$ cat src/source/systolic_macros.svh
`ifndef SYSTOLIC_MACROS_SVH
`define SYSTOLIC_MACROS_SVH

// Array geometry
`define SA_ROWS 5
`define SA_COLS 5

// Data and weights are signed bytes
`define SA_DATA_W 8

// Partial sums wrap at this width
`define SA_ACC_W 16

// Radix-4 digits needed for one data byte
`define SA_DIGITS 4

`endif

$ cat src/source/systolic_pkg.sv
`include "systolic_macros.svh"

package systolic_pkg;

    // One radix-4 Booth digit, value in -2..+2
    typedef struct packed {
        logic neg;
        logic two;
        logic one;
    } booth_digit_t;

    // Digit k carries weight 4^k
    typedef booth_digit_t [`SA_DIGITS-1:0] booth_word_t;

    // Partial-product generator per digit
    typedef enum logic [1:0] {
        PP_EXACT     = 2'b00,
        PP_DROP_SIGN = 2'b01, // neg ignored
        PP_SINGLE    = 2'b10, // two treated as one
        PP_FORCE_NEG = 2'b11  // non-zero digits always negative
    } pp_mode_t;

    typedef pp_mode_t [`SA_DIGITS-1:0] pe_modes_t;

    typedef logic signed [`SA_DATA_W-1:0] data_t;
    typedef logic [`SA_ACC_W-1:0] acc_t;

    typedef data_t [`SA_ROWS-1:0] data_row_t;
    typedef data_t [`SA_COLS-1:0] weight_row_t;
    typedef acc_t [`SA_COLS-1:0] acc_row_t;

    // Indexed row*SA_COLS + column
    typedef pe_modes_t [`SA_ROWS*`SA_COLS-1:0] grid_modes_t;

endpackage

$ cat src/source/booth_row_encoder.sv
`include "systolic_macros.svh"

module booth_row_encoder
    import systolic_pkg::*;
(
    input  data_t       data,
    output booth_word_t digits
);

    // Data with a zero below the LSB so every triplet overlaps by one bit
    logic [`SA_DATA_W:0] ext;

    assign ext = {data, 1'b0};

    always_comb begin
        for (int k = 0; k < `SA_DIGITS; k++) begin
            case (ext[2*k +: 3])
                3'b001, 3'b010: begin
                    digits[k].neg = 1'b0;
                    digits[k].two = 1'b0;
                    digits[k].one = 1'b1;
                end
                3'b011: begin // +2
                    digits[k].neg = 1'b0;
                    digits[k].two = 1'b1;
                    digits[k].one = 1'b0;
                end
                3'b100: begin // -2
                    digits[k].neg = 1'b1;
                    digits[k].two = 1'b1;
                    digits[k].one = 1'b0;
                end
                3'b101, 3'b110: begin
                    digits[k].neg = 1'b1;
                    digits[k].two = 1'b0;
                    digits[k].one = 1'b1;
                end
                default: begin // 000 and 111
                    digits[k].neg = 1'b0;
                    digits[k].two = 1'b0;
                    digits[k].one = 1'b0;
                end
            endcase
        end
    end

endmodule

$ cat config.mk
export PLATFORM = sky130hd
export DESIGN_NAME = booth_row_encoder
export DESIGN_NICKNAME = d
export VERILOG_FILES = /design/src/source/systolic_pkg.sv /design/src/source/booth_row_encoder.sv
export VERILOG_INCLUDE_DIRS = /design/src /design/src/source
export SDC_FILE = /design/constraint.sdc
export NUM_CORES = 1
export LEC_CHECK = 0
export BUFFER_PORTS_ARGS = -buffer_cell sky130_fd_sc_hd__clkbuf_2
export CORE_AREA = 3 3 40 42
export DETAILED_ROUTE_END_ITERATION = 6
export DIE_AREA = 0 0 43 45
export SLEW_MARGIN = 0
export SYNTH_ARGS = -nofsm -noshare
export SYNTH_HDL_FRONTEND = slang
export SYNTH_SLANG_ARGS = --single-unit
$ cat constraint.sdc
create_clock -name vclk -period 0.8
set_input_delay 0.08 -clock vclk [all_inputs]
set_output_delay 0.08 -clock vclk [all_outputs]
set_load 0.05 [all_outputs]
==> run metrics <==
max cap viols=0; gr usage total=3.91%; Fmax=1.11 GHz; Hold-fix buffers, CTS=0; Yosys cell types=10; Synth area leader=xor2_1; total core area=1280 um2; initial antenna violation count=0; global-route wire length before repair=634 um; Cell Rows=13; Rel. slew slack=81.7%; Layout fillers=142; HP Class=input pin to output port; failing checks=setup timing; Die H=45 um; number of global-route vias before repair=161; initial core utilization=8.67%; GR Overflow Total=0; RSZ-0062 raised after global routing=true; WL met1=151 um; Final period util=113%; WL met3=52 um; Hold WS=0.478 ns; list of most frequent post-synthesis cells=3 x nand2_1, 3 x xor2_1; leakage=0.000201 uW; total power=394 uW; worst-margin pin slew=0.276 ns; WL/cell=8.48 um; DR pass1 iterations=1; Synth top area share=23.6%; fin nets=51; I/O Buffers=20; worst setup path class=input pin to output port; VDD IR max=0.000300 V; Vias/cell=3.71; Max FO, Critical Path=6; drc violations=0; via count=208; P&R area growth vs syn=283%; RePlAce Congestion=0.582; fin cells=56; CP startpoint kind=input pin; Multi-input gate area=169 um2; Register Area=0 um2; # IOs=20; final setup violating endpoints=3; Period minus WS final=0.901 ns; placed insts=55; CP required=0.72 ns; Die Wd=43 um; worst setup margin=-0.101 ns; status=finished, violations left; Post-Syn Area per Cell=6.19 um2; data arrival time of the worst path=0.82 ns; dpl hpwl=387 um; final WL=475 um; largest net degree at the start of global routing=7; Synth area leaders=xor2_1 24%, or3b_1 16%, and2_1 11%; Die ar.=1940 um2; DRT iter0 DRCs=0; Gate Count Post-Synth=18; synth warn=0; Post-Place Setup Slack=-0.224 ns; PwrDens=923 nW/um2; Seq cells=0; Slew Limit Fails=0; synthesized area=111 um2; syn nets=26; ANT cells=0; sequential share of the synthesized area=0%; Worst Setup End Kind=output port; setup_tns=-0.235 ns; routed length on met2=271 um; Final ANT Viol Nets=0; uppermost layer routed=met3; final hold violation count=0; # clk buffers=0; layout cells sized above 1=85.4%
routing by layer:
layer / vias up / track usage [%]
met5: - / 0
met4: 0 / 0
met2: 11 / 6.89
met1: 94 / 5.52
li1: 103 / -
met3: 0 / 0.398
kinds of logic (layout without fill, tap and decap cells):
group | after synthesis | count (layout) | synth area share, %
AO/OA/AOI/OAI | 3 | 3 | 14.6
AND/OR/NAND/NOR | 10 | 10 | 55.1
buffers and inverters | 2 | 25 | 6.74
XOR/XNOR | 3 | 3 | 23.6
path summary, 6_finish.rpt:
path              slack, ns  startpoint  cells past startpoint   endpoint
setup / recovery      -0.10     data[3]                      4  digits[7]
hold / removal         0.48     data[3]                      3  digits[4]
critical path, cell delays in order:
cell       delay, ns
clkbuf_16       0.13
or3b_1          0.36
o21ai_2         0.09
buf_8           0.16
cell usage in the layout, fill, tap and decap left out:
cell and count:
clkbuf_2 7, buf_8 4, buf_4 4, xor2_2 3, clkbuf_8 3, nand2_1 2
and2_1 2, buf_6 2, buf_2 2, clkbuf_4 2, and2_4 1, or3b_1 1
o21ai_2 1, nand2_4 1, nand2b_1 1, o22ai_4 1, nor2b_2 1, or3b_4 1
o21ai_4 1, clkbuf_16 1
per-stage QoR:
stage | instance area, um2 | util [%]
after floorplan | 146 | -
after global placement | 288 | 22.4
after detailed placement | 288 | 22.4
after CTS | 385 | 30.0
after global routing | 427 | 33.2
final | 427 | 33.2
report_power, final:
group / total (uW) / switching (uW) / internal, uW
registers: 0 / 0 / 0
clock network: 0 / 0 / 0
logic: 394 / 236 / 158
repair_timing:
| item | in CTS | in global routing |
|---|---|---|
| endpoints found under the setup margin | 7 | 7 |
| buffers inserted | 1 | 0 |
| resized for setup | 19 | 14 |
| pin swaps | 1 | 1 |
layout make-up:
cell class / instances / area share [%]
multi-input combinational: 16 / 39.6
tap: 15 / 4.40
timing repair buffer: 25 / 56.0
Note: power is estimated with default switching activity, not from simulation.
