<file path="config.mk">
export PLATFORM = sky130hd
export DESIGN_NAME = booth_pe
export DESIGN_NICKNAME = d
export VERILOG_FILES = /design/src/source/systolic_pkg.sv /design/src/source/booth_partial_product.sv /design/src/source/booth_pe.sv
export VERILOG_INCLUDE_DIRS = /design/src /design/src/source
export SDC_FILE = /design/constraint.sdc
export NUM_CORES = 1
export LEC_CHECK = 0
export BUFFER_PORTS_ARGS = -buffer_cell sky130_fd_sc_hd__buf_4
export CAP_MARGIN = 0
export CORE_MARGIN = 5
export CORE_UTILIZATION = 45
export DETAILED_ROUTE_END_ITERATION = 8
export PLACE_DENSITY = 0.7
export SYNTH_ARGS = -nofsm -noshare
export SYNTH_HDL_FRONTEND = slang
export SYNTH_HIERARCHICAL = 1
export SYNTH_SLANG_ARGS = --single-unit
</file>
<file path="constraint.sdc">
create_clock -name clk -period 5.5 [get_ports clk]
set_clock_uncertainty 0.1 [all_clocks]
set_input_delay 0.55 -clock clk [delete_from_list [all_inputs] [get_ports clk]]
set_output_delay 0.55 -clock clk [all_outputs]
set_load 0.01 [all_outputs]
</file>
<file path="src/source/systolic_macros.svh">
`ifndef SYSTOLIC_MACROS_SVH
`define SYSTOLIC_MACROS_SVH

// Array geometry
`define SA_ROWS 5
`define SA_COLS 5

// Data and weights are signed bytes
`define SA_DATA_W 8

// Partial sums wrap at this width
`define SA_ACC_W 16

// Radix-4 digits needed for one data byte
`define SA_DIGITS 4

`endif

</file>
<file path="src/source/systolic_pkg.sv">
`include "systolic_macros.svh"

package systolic_pkg;

    // One radix-4 Booth digit, value in -2..+2
    typedef struct packed {
        logic neg;
        logic two;
        logic one;
    } booth_digit_t;

    // Digit k carries weight 4^k
    typedef booth_digit_t [`SA_DIGITS-1:0] booth_word_t;

    // Partial-product generator per digit
    typedef enum logic [1:0] {
        PP_EXACT     = 2'b00,
        PP_DROP_SIGN = 2'b01, // neg ignored
        PP_SINGLE    = 2'b10, // two treated as one
        PP_FORCE_NEG = 2'b11  // non-zero digits always negative
    } pp_mode_t;

    typedef pp_mode_t [`SA_DIGITS-1:0] pe_modes_t;

    typedef logic signed [`SA_DATA_W-1:0] data_t;
    typedef logic [`SA_ACC_W-1:0] acc_t;

    typedef data_t [`SA_ROWS-1:0] data_row_t;
    typedef data_t [`SA_COLS-1:0] weight_row_t;
    typedef acc_t [`SA_COLS-1:0] acc_row_t;

    // Indexed row*SA_COLS + column
    typedef pe_modes_t [`SA_ROWS*`SA_COLS-1:0] grid_modes_t;

endpackage

</file>
<file path="src/source/booth_partial_product.sv">
`include "systolic_macros.svh"

module booth_partial_product
    import systolic_pkg::*;
(
    input  data_t                      weight,
    input  booth_digit_t               digit,
    input  pp_mode_t                   mode,
    output logic signed [`SA_ACC_W-1:0] pp
);

    logic signed [`SA_ACC_W-1:0] w1;
    logic signed [`SA_ACC_W-1:0] w2;
    logic signed [`SA_ACC_W-1:0] magnitude;
    logic                        use_two;
    logic                        negate;
    logic                        nonzero;

    // Sign-extended W and 2W
    assign w1 = weight;
    assign w2 = w1 <<< 1;

    assign nonzero = digit.one | digit.two;

    // Mode decides how the digit's sign and size are honoured
    always_comb begin
        case (mode)
            PP_DROP_SIGN: begin
                use_two = digit.two;
                negate  = 1'b0;
            end
            PP_SINGLE: begin
                use_two = 1'b0;
                negate  = digit.neg;
            end
            PP_FORCE_NEG: begin
                use_two = digit.two;
                negate  = 1'b1;
            end
            default: begin
                use_two = digit.two;
                negate  = digit.neg;
            end
        endcase
    end

    assign magnitude = use_two ? w2 : w1;

    always_comb begin
        if (!nonzero) begin
            pp = '0;
        end else if (negate) begin
            pp = -magnitude;
        end else begin
            pp = magnitude;
        end
    end

endmodule

</file>
<file path="src/source/booth_pe.sv">
`include "systolic_macros.svh"

module booth_pe
    import systolic_pkg::*;
#(
    parameter pe_modes_t modes = '{default: PP_EXACT}
) (
    input  logic        clk,
    input  logic        reset,
    input  logic        load_weights,
    input  data_t       weight_in,
    output data_t       weight_out,
    input  booth_word_t digits_in,
    output booth_word_t digits_out,
    input  acc_t        acc_in,
    output acc_t        acc_out
);

    logic signed [`SA_ACC_W-1:0] pp [`SA_DIGITS];
    acc_t                        product;

    // weight_out doubles as the stationary weight
    for (genvar k = 0; k < `SA_DIGITS; k++) begin : g_pp
        booth_partial_product u_pp (
            .weight (weight_out),
            .digit  (digits_in[k]),
            .mode   (modes[k]),
            .pp     (pp[k])
        );
    end

    // Digit k sits 2k bits up; the sum wraps at the accumulator width
    always_comb begin
        product = '0;
        for (int k = 0; k < `SA_DIGITS; k++) begin
            product = product + acc_t'(pp[k] <<< (2*k));
        end
    end

    always_ff @(posedge clk or posedge reset) begin
        if (reset) begin
            weight_out <= '0;
        end else if (load_weights) begin
            weight_out <= weight_in; // Shift down one row per clock
        end
    end

    always_ff @(posedge clk or posedge reset) begin
        if (reset) begin
            digits_out <= '0;
            acc_out    <= '0;
        end else if (load_weights) begin
            // Flush the pipeline while weights move
            digits_out <= '0;
            acc_out    <= '0;
        end else begin
            digits_out <= digits_in;
            acc_out    <= acc_in + product;
        end
    end

endmodule

</file>
==> results.sh, run 1 <==
export IMPL_period_needed_ps=5240
export IMPL_grt_ovfl_total=0
export IMPL_io_pins=75
export IMPL_syn_avg_cell_area_sq_um=8.11
export IMPL_r2r_start="weight_out[1]$_DFFE_PP0P_"
export IMPL_wl_per_cell_um=16.3
export IMPL_powerDensity_mw_per_mm2=390
export IMPL_rrSetupSlack_ps=260
export IMPL_fp_dieArea_sq_mm=0.0137
export IMPL_arrival_ps=5320
export IMPL_start_util_pct=45.5
export IMPL_finalSetupViolCount=0
export IMPL_combPwrFrac_pct=73.9
export IMPL_path_clk_slew_ps=60
export IMPL_clkLatencyLatePin_ps=280
export IMPL_vias_per_cell=5.68
export IMPL_fin_ws_ps=257
export IMPL_drt_iter0_drc=349
export IMPL_via_count=5073
export IMPL_rsz0062_at_grt="false"
export IMPL_p_switching_w=0.00112
export IMPL_drc=0
export IMPL_antenna_found_initial=0
export IMPL_antenna_diode_count=0
export IMPL_ir_worst_vdd_uv=372
export IMPL_pre_cts_slack_ps=-310
export IMPL_cts_buffer_depth=2
export IMPL_cp_required_ps=5570
export IMPL_wl_um=14600
export IMPL_finalHoldViolations=0
export IMPL_worstMarginPinSlew_ps=871
export IMPL_die_h_um=117
export IMPL_max_slew_margin_pct=41.9
export IMPL_internal_power_w=0.00134
export IMPL_drv_slew=0
export IMPL_dp_hpwl_um=11200
export IMPL_track_usage_pct=21.7
export IMPL_r2r_cells=18
export IMPL_syn_inst=638
export IMPL_p_clk_share_pct=11.5
export IMPL_start_kind="register"
export IMPL_endpoint_kind="register"
export IMPL_ys_warn_count=6
export IMPL_grt_pass1_vias=4957
export IMPL_grt_start_max_net_pins=40
export IMPL_outcome="finished clean"
export IMPL_cts_setup_buffers=0
export IMPL_routabilityCongestion=0.931
export IMPL_htreeDepth=2
export IMPL_seqPwrFrac_pct=14.6
export IMPL_cts_buffers=5
export IMPL_synth_cell_area_sq_mm=0.00518
export IMPL_r2r_end="acc_out[14]$_DFF_PP0_"
export IMPL_fin_nets=847
export IMPL_cap_violations=0
export IMPL_cts_tree="built"
export IMPL_drive_above_1_share_pct=22.0
export IMPL_num_rows=39
export IMPL_hold_buffers=0
export IMPL_die_w_um=117
export IMPL_hold_class="input pin to asynchronous set/reset pin"
export IMPL_leakagePower_nw=3.08
export IMPL_core_sq_mm=0.0114
export IMPL_clock_fmax_ghz=0.191
export IMPL_root_buffer="clkbuf_16"
export IMPL_finalPower_w=0.00246
export IMPL_final_fill_count=1089
export IMPL_syn_to_final_growth_pct=21.8
export IMPL_path_max_fanout=31
export IMPL_path_class="register to register"
export IMPL_first_pass_iters=5
export IMPL_cts_sinks=36
export IMPL_io_buffers=74
export IMPL_grt_pass1_wl_um=23900
export IMPL_ant_nets=0
export IMPL_swShare_pct=45.6
export IMPL_fin_crit_sh_pct=95.3
==> critical path: stages (launching register included) <==
cell	delay [ps]
dfrtp_1	450
buf_4	400
mux2i_1	180
ha_1	310
nor2_1	40
a211oi_1	230
inv_1	90
fa_1	510
inv_1	60
fa_1	560
inv_1	70
fa_1	490
inv_1	40
ha_1	330
a21oi_1	190
o21ai_2	110
o2111a_2	280
o41ai_2	300
mux2_2	360
==> state kept, by name, summed over array words and instances (netlist names) <==
signal / flops
digits_out: 12
weight_out: 8
acc_out: 16
==> worst max path at each step <==
stage | startpoint | to | slack (ps) | cells past startpoint
2_1_floorplan | digits_in[7] | acc_out[14]$_DFF_PP0_ | 40 | 20
3_3_place_gp | digits_in[7] | acc_out[13]$_DFF_PP0_ | -70 | 21
3_5_place_dp | digits_in[7] | acc_out[13]$_DFF_PP0_ | -310 | 21
4_1_cts | digits_in[7] | acc_out[13]$_DFF_PP0_ | 50 | 21
5_1_grt | weight_out[1]$_DFFE_PP0P_ | acc_out[14]$_DFF_PP0_ | 30 | 18
6_report | weight_out[1]$_DFFE_PP0P_ | acc_out[14]$_DFF_PP0_ | 260 | 18
==> stage by stage <==
stage / std cells / hold WS [ps] / setup TNS [ps] / cell area [sq um] / utilization [%]
CTS: 893 / 301 / 0 / 6270 / 55.1
detailed placement: 885 / 611 / -892 / 6120 / 53.9
floorplan: 667 / 547 / 0 / 5300 / -
global route: 893 / 337 / 0 / 6300 / 55.4
global placement: 885 / 595 / -109 / 6120 / 53.9
finish: 893 / 281 / 0 / 6300 / 55.4
==> cell usage in the layout (no fill, tap or decap), types with 7 or more instances in the layout <==
cell,count
nor3_1,22
buf_4,104
o211a_1,8
o21ai_0,32
a211oi_1,24
nand2b_1,7
o2111ai_1,7
a21oi_1,25
nand3_1,10
conb_1,30
mux2_2,14
ha_1,22
a21boi_0,8
fa_1,34
mux2i_1,10
dfrtp_1,36
xnor2_1,8
inv_1,109
nor2b_1,29
nor2_1,55
nand2_1,26
==> layer usage <==
metal  GRT usage, %  share of wire (%)  vias to the layer above
met2           35.8                 47                      180
met3           3.14                6.4                       32
met5              0                  0                        -
li1               -                  -                     2423
met1           29.4                 44                     2438
met4           6.80                2.7                        0
==> power groups by stage <==
stage	Combinational [W]	Sequential, W	Clock, W
2_1_floorplan	0.00122	0.000398	0
3_3_place_gp	0.00170	0.000362	0
3_5_place_dp	0.00174	0.000362	0
4_1_cts	0.00177	0.000357	0.000293
5_1_grt	0.00205	0.000364	0.000301
6_report	0.00182	0.000358	0.000283
==> what timing repair did <==
| action | in CTS | in global routing |
|---|---|---|
| endpoints found under the setup margin | 1 | 4 |
| pin swaps | 0 | 1 |
| endpoints found under the hold margin | 0 | 0 |
| gates resized for setup | 1 | 8 |
==> final cells by class <==
type | count | area, sq um | share of cell area, %
inverter | 109 | 409 | 6.49
sequential | 36 | 901 | 14.3
timing repair buffer | 104 | 781 | 12.4
multi-input combinational | 493 | 3890 | 61.7
clock buffer | 5 | 125 | 1.99
tap | 143 | 179 | 2.84
clock inverter | 3 | 18.8 | 0.298
(Power assumes the default switching activity.)
==> inputs of run 2 (changes only) <==
==> constraint.sdc (replaced) <==
create_clock -name clk -period 5.5 [get_ports clk]
set_clock_uncertainty 0.1 [all_clocks]
set_input_delay 0.275 -clock clk [delete_from_list [all_inputs] [get_ports clk]]
set_output_delay 0.275 -clock clk [all_outputs]
set_load 0.01 [all_outputs]
==> run 2 against run 1 <==
  * Maximum frequency up 0.23%
  * Clock power up 4%
  * Sequential power is 1% lower
  * Critical path type unchanged
  * Critical endpoint unchanged
==> results.sh, run 2 (synthesis results as in run 1) <==
export IMPL_outcome="finished clean"
export IMPL_use_met2_pct=36.2
export IMPL_cp_cell_sequence="mux2i_1 > ha_1 > nand2b_1 > a311o_1 > a311o_1 > a21oi_1 > inv_1 > fa_1 > inv_1 > fa_1 > inv_1 > fa_1 > inv_1 > ha_1 > o21ai_0 > nand2b_1 > o2111a_2 > o41ai_2 > mux2_2"
export IMPL_path_clk_slew_ps=70
export IMPL_core_sq_mm=0.0114
export IMPL_dp_hpwl_um=11200
export IMPL_finalHoldViolations=0
export IMPL_vias_per_cell=5.79
export IMPL_path_class="register to register"
export IMPL_cts_buffer_depth=2
export IMPL_max_slew_margin_pct=48.0
export IMPL_grt_pass1_vias=5104
export IMPL_htreeDepth=2
export IMPL_leakagePower_nw=3.05
export IMPL_r2r_start="weight_out[1]$_DFFE_PP0P_"
export IMPL_crit_top_cell="inv_1"
export IMPL_fp_dieArea_sq_mm=0.0137
export IMPL_root_buffer="clkbuf_16"
export IMPL_cts_sinks=36
export IMPL_finalPower_w=0.00239
export IMPL_clkLatencyLatePin_ps=300
export IMPL_die_w_um=117
export IMPL_wl_um=15000
export IMPL_arrival_ps=5310
export IMPL_largest_register_ffs=16
export IMPL_crit_slowest_cell="fa_1"
export IMPL_r2r_end="acc_out[14]$_DFF_PP0_"
export IMPL_grt_util_met1_pct=29.9
export IMPL_via_count=5124
export IMPL_crit_cells=19
export IMPL_dpl_cell_area_sq_mm=0.00604
export IMPL_io_pins=75
export IMPL_grt_start_max_net_pins=40
export IMPL_top_register="acc_out"
export IMPL_layout_common_cells="109 x inv_1, 96 x buf_4, 55 x nor2_1"
export IMPL_instances_no_fill=885
export IMPL_routabilityCongestion=0.864
export IMPL_multiInputGateArea_sq_mm=0.00385
export IMPL_drc=0
export IMPL_dp_cells=876
export IMPL_fin_crit_sh_pct=95.1
export IMPL_cap_violations=0
export IMPL_start_util_pct=45.5
export IMPL_fin_nets=839
export IMPL_hold_class="input pin to asynchronous set/reset pin"
export IMPL_whs_ps=7.95
export IMPL_antenna_diode_count=0
export IMPL_drt_iter0_drc=324
export IMPL_endpoint_kind="register"
export IMPL_track_usage_pct=22.8
export IMPL_drv_slew=0
export IMPL_finalSetupViolCount=0
export IMPL_num_rows=39
export IMPL_busiest_layer="met2"
export IMPL_design_area_sq_mm=0.00621
export IMPL_clock_fmax_ghz=0.191
export IMPL_period_needed_ps=5230
export IMPL_grt_ovfl_total=0
export IMPL_cts_tree="built"
export IMPL_use_met3_pct=4.32
export IMPL_path_max_fanout=5
export IMPL_ant_nets=0
export IMPL_final_fill_count=1043
export IMPL_io_buffers=74
export IMPL_die_h_um=117
export IMPL_antenna_found_initial=1
export IMPL_cts_buffers=5
export IMPL_ir_worst_vdd_uv=331
export IMPL_crit_family="adder cells"
export IMPL_cp_required_ps=5580
export IMPL_reg_largest_list="acc_out (16), digits_out (12), weight_out (8)"
export IMPL_slowest_delay_ps=550
export IMPL_wl_per_cell_um=16.9
export IMPL_r2r_cells=19
export IMPL_powerDensity_mw_per_mm2=384
export IMPL_regArea_sq_um=902
export IMPL_syn_to_final_growth_pct=20.0
export IMPL_worst_path_buf_inv=4
export IMPL_start_kind="register"
export IMPL_rrSetupSlack_ps=270
export IMPL_worstMarginPinSlew_ps=780
export IMPL_drive_above_1_share_pct=20.8
export IMPL_first_pass_iters=5
export IMPL_grt_pass1_wl_um=24700
export IMPL_tns_ps=0
export IMPL_hold_buffers=0
export IMPL_mostFrequentLayoutCell="inv_1"
## run 2: cell type report
| cell class | instances | share of cell area, % |
|---|---|---|
| clock buffer | 5 | 2.01 |
| timing repair buffer | 96 | 11.6 |
| multi-input combinational | 493 | 62.1 |
| clock inverter | 3 | 0.302 |
| tap | 143 | 2.88 |
| inverter | 109 | 6.59 |
| sequential | 36 | 14.5 |
## run 2: power breakdown
group / switching (W) / internal, W
registers: 0.0000293 / 0.000325
clock network: 0.000126 / 0.000167
logic: 0.000979 / 0.000759
total: 0.00113 / 0.00125
## run 2: timing repair
item | in CTS | in global routing
setup endpoints to repair | 0 | 4
setup buffers | 0 | 1
endpoints found under the hold margin | 0 | 0
gates resized for setup | 0 | 7
## run 2: how the worst max path moves through the flow
| stage | slack [ps] | to | from |
|---|---|---|---|
| floorplan | 90 | acc_out[14]$_DFF_PP0_ | weight_out[1]$_DFFE_PP0P_ |
| CTS | 110 | acc_out[13]$_DFF_PP0_ | weight_out[1]$_DFFE_PP0P_ |
| finish | 270 | acc_out[14]$_DFF_PP0_ | weight_out[1]$_DFFE_PP0P_ |
| global placement | 170 | acc_out[13]$_DFF_PP0_ | digits_in[7] |
| detailed placement | 50 | acc_out[13]$_DFF_PP0_ | digits_in[7] |
| global route | -20 | acc_out[15]$_DFF_PP0_ | weight_out[0]$_DFFE_PP0P_ |
## run 2: worst reg2reg max path, cell delays in order (launching register included)
cell and delay [ps]:
dfrtp_2 410, mux2i_1 190, ha_1 220, nand2b_1 110, a311o_1 340, a311o_1 320
a21oi_1 120, inv_1 70, fa_1 480, inv_1 50, fa_1 550, inv_1 70
fa_1 500, inv_1 40, ha_1 360, o21ai_0 250, nand2b_1 120, o2111a_2 160
o41ai_2 290, mux2_2 370
## run 2: routing by layer
metal / routed length (um) / vias up
li1: - / 2422
met1: 6390 / 2440
met2: 6910 / 221
met3: 1190 / 39
met4: 500 / 2
met5: 7 / -
## run 2: stage by stage
stage | worst slack [ps] | util (%)
CTS | 111 | 54.4
global placement | 170 | 53.1
finish | 269 | 54.6
floorplan | 88.8 | -
detailed placement | 47.0 | 53.1
global route | -21.1 | 54.6
==> inputs of run 3 (changes only) <==
Settings changed: REMOVE_ABC_BUFFERS set to 1.
==> run 3 against run 2 <==
  * Via count down 0.80%
  * Core utilization up 0.26 points
  * Critical path depth down 3
  * Clock power up 12%
  * Register-to-register slack worse by 40 ps
  * Largest power group unchanged
==> results.sh, run 3 (synthesis results as in run 1) <==
export IMPL_outcome="finished clean"
export IMPL_use_met2_pct=38.2
export IMPL_post_cts_resize_count=0
export IMPL_leakagePower_nw=3.06
export IMPL_r2r_end="acc_out[14]$_DFF_PP0_"
export IMPL_start_util_pct=45.5
export IMPL_track_usage_pct=22.6
export IMPL_grt_ovfl_total=0
export IMPL_syn_to_final_growth_pct=20.5
export IMPL_drc=0
export IMPL_clock_fmax_ghz=0.190
export IMPL_ir_worst_vdd_uv=277
export IMPL_fp_dieArea_sq_mm=0.0137
export IMPL_root_buffer="clkbuf_16"
export IMPL_io_buffers=74
export IMPL_crit_slowest_cell="or4_1"
export IMPL_finalPower_w=0.00240
export IMPL_reg_largest_list="acc_out (16), digits_out (12), weight_out (8)"
export IMPL_cap_violations=0
export IMPL_multiInputGateArea_sq_mm=0.00385
export IMPL_routabilityCongestion=0.920
export IMPL_regArea_sq_um=903
export IMPL_fin_util_pct=54.9
export IMPL_instances_no_fill=887
export IMPL_drv_slew=0
export IMPL_htreeDepth=2
export IMPL_path_max_fanout=8
export IMPL_period_needed_ps=5270
export IMPL_worst_path_buf_inv=4
export IMPL_startpoint="weight_out[3]$_DFFE_PP0P_"
export IMPL_cts_sinks=36
export IMPL_wl_per_cell_um=17.1
export IMPL_fin_ws_ps=225
export IMPL_slowest_delay_ps=620
export IMPL_cp_required_ps=5570
export IMPL_mostFrequentLayoutCell="inv_1"
export IMPL_cts_buffers=5
export IMPL_hold_class="input pin to asynchronous set/reset pin"
export IMPL_hold_buffers=0
export IMPL_ant_nets=0
export IMPL_io_pins=75
export IMPL_finalHoldViolations=0
export IMPL_rrSetupSlack_ps=230
export IMPL_crit_family="adder cells"
export IMPL_dp_hpwl_um=11400
export IMPL_start_kind="register"
export IMPL_arrival_ps=5350
export IMPL_cts_buffer_depth=2
export IMPL_finalSetupViolCount=0
export IMPL_fin_crit_sh_pct=95.9
export IMPL_use_met3_pct=4.47
export IMPL_via_count=5083
export IMPL_die_w_um=117
export IMPL_drive_above_1_share_pct=20.7
export IMPL_cts_setup_buffers=0
export IMPL_crit_top_cell="inv_1"
export IMPL_cp_cell_sequence="or4_1 > o211a_1 > o21ai_0 > o211a_1 > inv_1 > fa_1 > inv_1 > fa_1 > inv_1 > fa_1 > inv_1 > ha_1 > a21o_2 > o2111a_2 > o41ai_2 > mux2_2"
export IMPL_largest_register_ffs=16
export IMPL_busiest_layer="met2"
export IMPL_r2r_start="weight_out[3]$_DFFE_PP0P_"
export IMPL_clkLatencyLatePin_ps=290
export IMPL_path_class="register to register"
export IMPL_antenna_diode_count=0
export IMPL_grt_util_met1_pct=28.5
export IMPL_wl_um=15200
export IMPL_pre_cts_slack_ps=-36.8
export IMPL_cts_tree="built"
export IMPL_final_fill_count=1074
export IMPL_max_slew_margin_pct=43.3
export IMPL_powerDensity_mw_per_mm2=384
export IMPL_dp_cells=879
export IMPL_grt_pass1_vias=5125
export IMPL_core_sq_mm=0.0114
export IMPL_grt_pass1_wl_um=24800
export IMPL_drt_iter0_drc=340
export IMPL_crit_cells=16
export IMPL_path_clk_slew_ps=60
export IMPL_endpoint_kind="register"
export IMPL_grt_start_max_net_pins=40
export IMPL_worstMarginPinSlew_ps=851
export IMPL_top_register="acc_out"
export IMPL_r2r_cells=16
export IMPL_fin_nets=841
export IMPL_vias_per_cell=5.73
export IMPL_die_h_um=117
export IMPL_antenna_found_initial=0
export IMPL_num_rows=39
export IMPL_first_pass_iters=5
export IMPL_layout_common_cells="109 x inv_1, 98 x buf_4, 55 x nor2_1"
export IMPL_endpoint="acc_out[14]$_DFF_PP0_"
-- run 3: per-stage QoR --
| step | TNS [ps] | hold slack, ps | area [sq um] |
|---|---|---|---|
| after floorplan | 0 | 241 | 5150 |
| after global placement | 0 | 321 | 6060 |
| after detailed placement | -36.8 | 343 | 6060 |
| after CTS | 0 | 33.3 | 6220 |
| after global routing | -24.9 | 69.0 | 6240 |
| final | 0 | 12.0 | 6240 |
-- run 3: layer usage --
metal,part of all wire (%),up-vias
li1,-,2413
met4,2.6,0
met5,0,-
met2,48,234
met3,9.7,38
met1,40,2398
-- run 3: layout make-up --
type                    instances  area share, %
multi-input cells             493           61.7
flip-flops and latches         36           14.5
repair buffers                 98           11.8
inverters                     109           6.56
well taps                     143           2.87
clock buffers                   6           2.07
clock inverters                 2          0.561
-- run 3: how the worst min path moves through the flow --
stage                     slack, ps          from  cells after the start                   endpoint
after floorplan                 240  load_weights                      1       acc_out[0]$_DFF_PP0_
after global placement          320         reset                      3      acc_out[11]$_DFF_PP0_
after detailed placement        340         reset                      3      acc_out[10]$_DFF_PP0_
after CTS                        30         reset                      3  weight_out[0]$_DFFE_PP0P_
after global routing             70         reset                      3  weight_out[0]$_DFFE_PP0P_
final                            10         reset                      3  weight_out[0]$_DFFE_PP0P_
-- run 3: power breakdown --
| group | switching, W | leakage (nW) | internal, W |
|---|---|---|---|
| logic | 0.000959 | 2.53 | 0.000756 |
| registers | 0.0000295 | 0.452 | 0.000325 |
| clock network | 0.000116 | 0.0808 | 0.000213 |
| total | 0.00110 | 3.06 | 0.00129 |
-- run 3: worst reg2reg max path, stage by stage (launching register included) --
cell	delay, ps
dfrtp_2	500
or4_1	630
o211a_1	230
o21ai_0	200
o211a_1	180
inv_1	50
fa_1	510
inv_1	70
fa_1	500
inv_1	50
fa_1	500
inv_1	50
ha_1	360
a21o_2	250
o2111a_2	300
o41ai_2	340
mux2_2	380
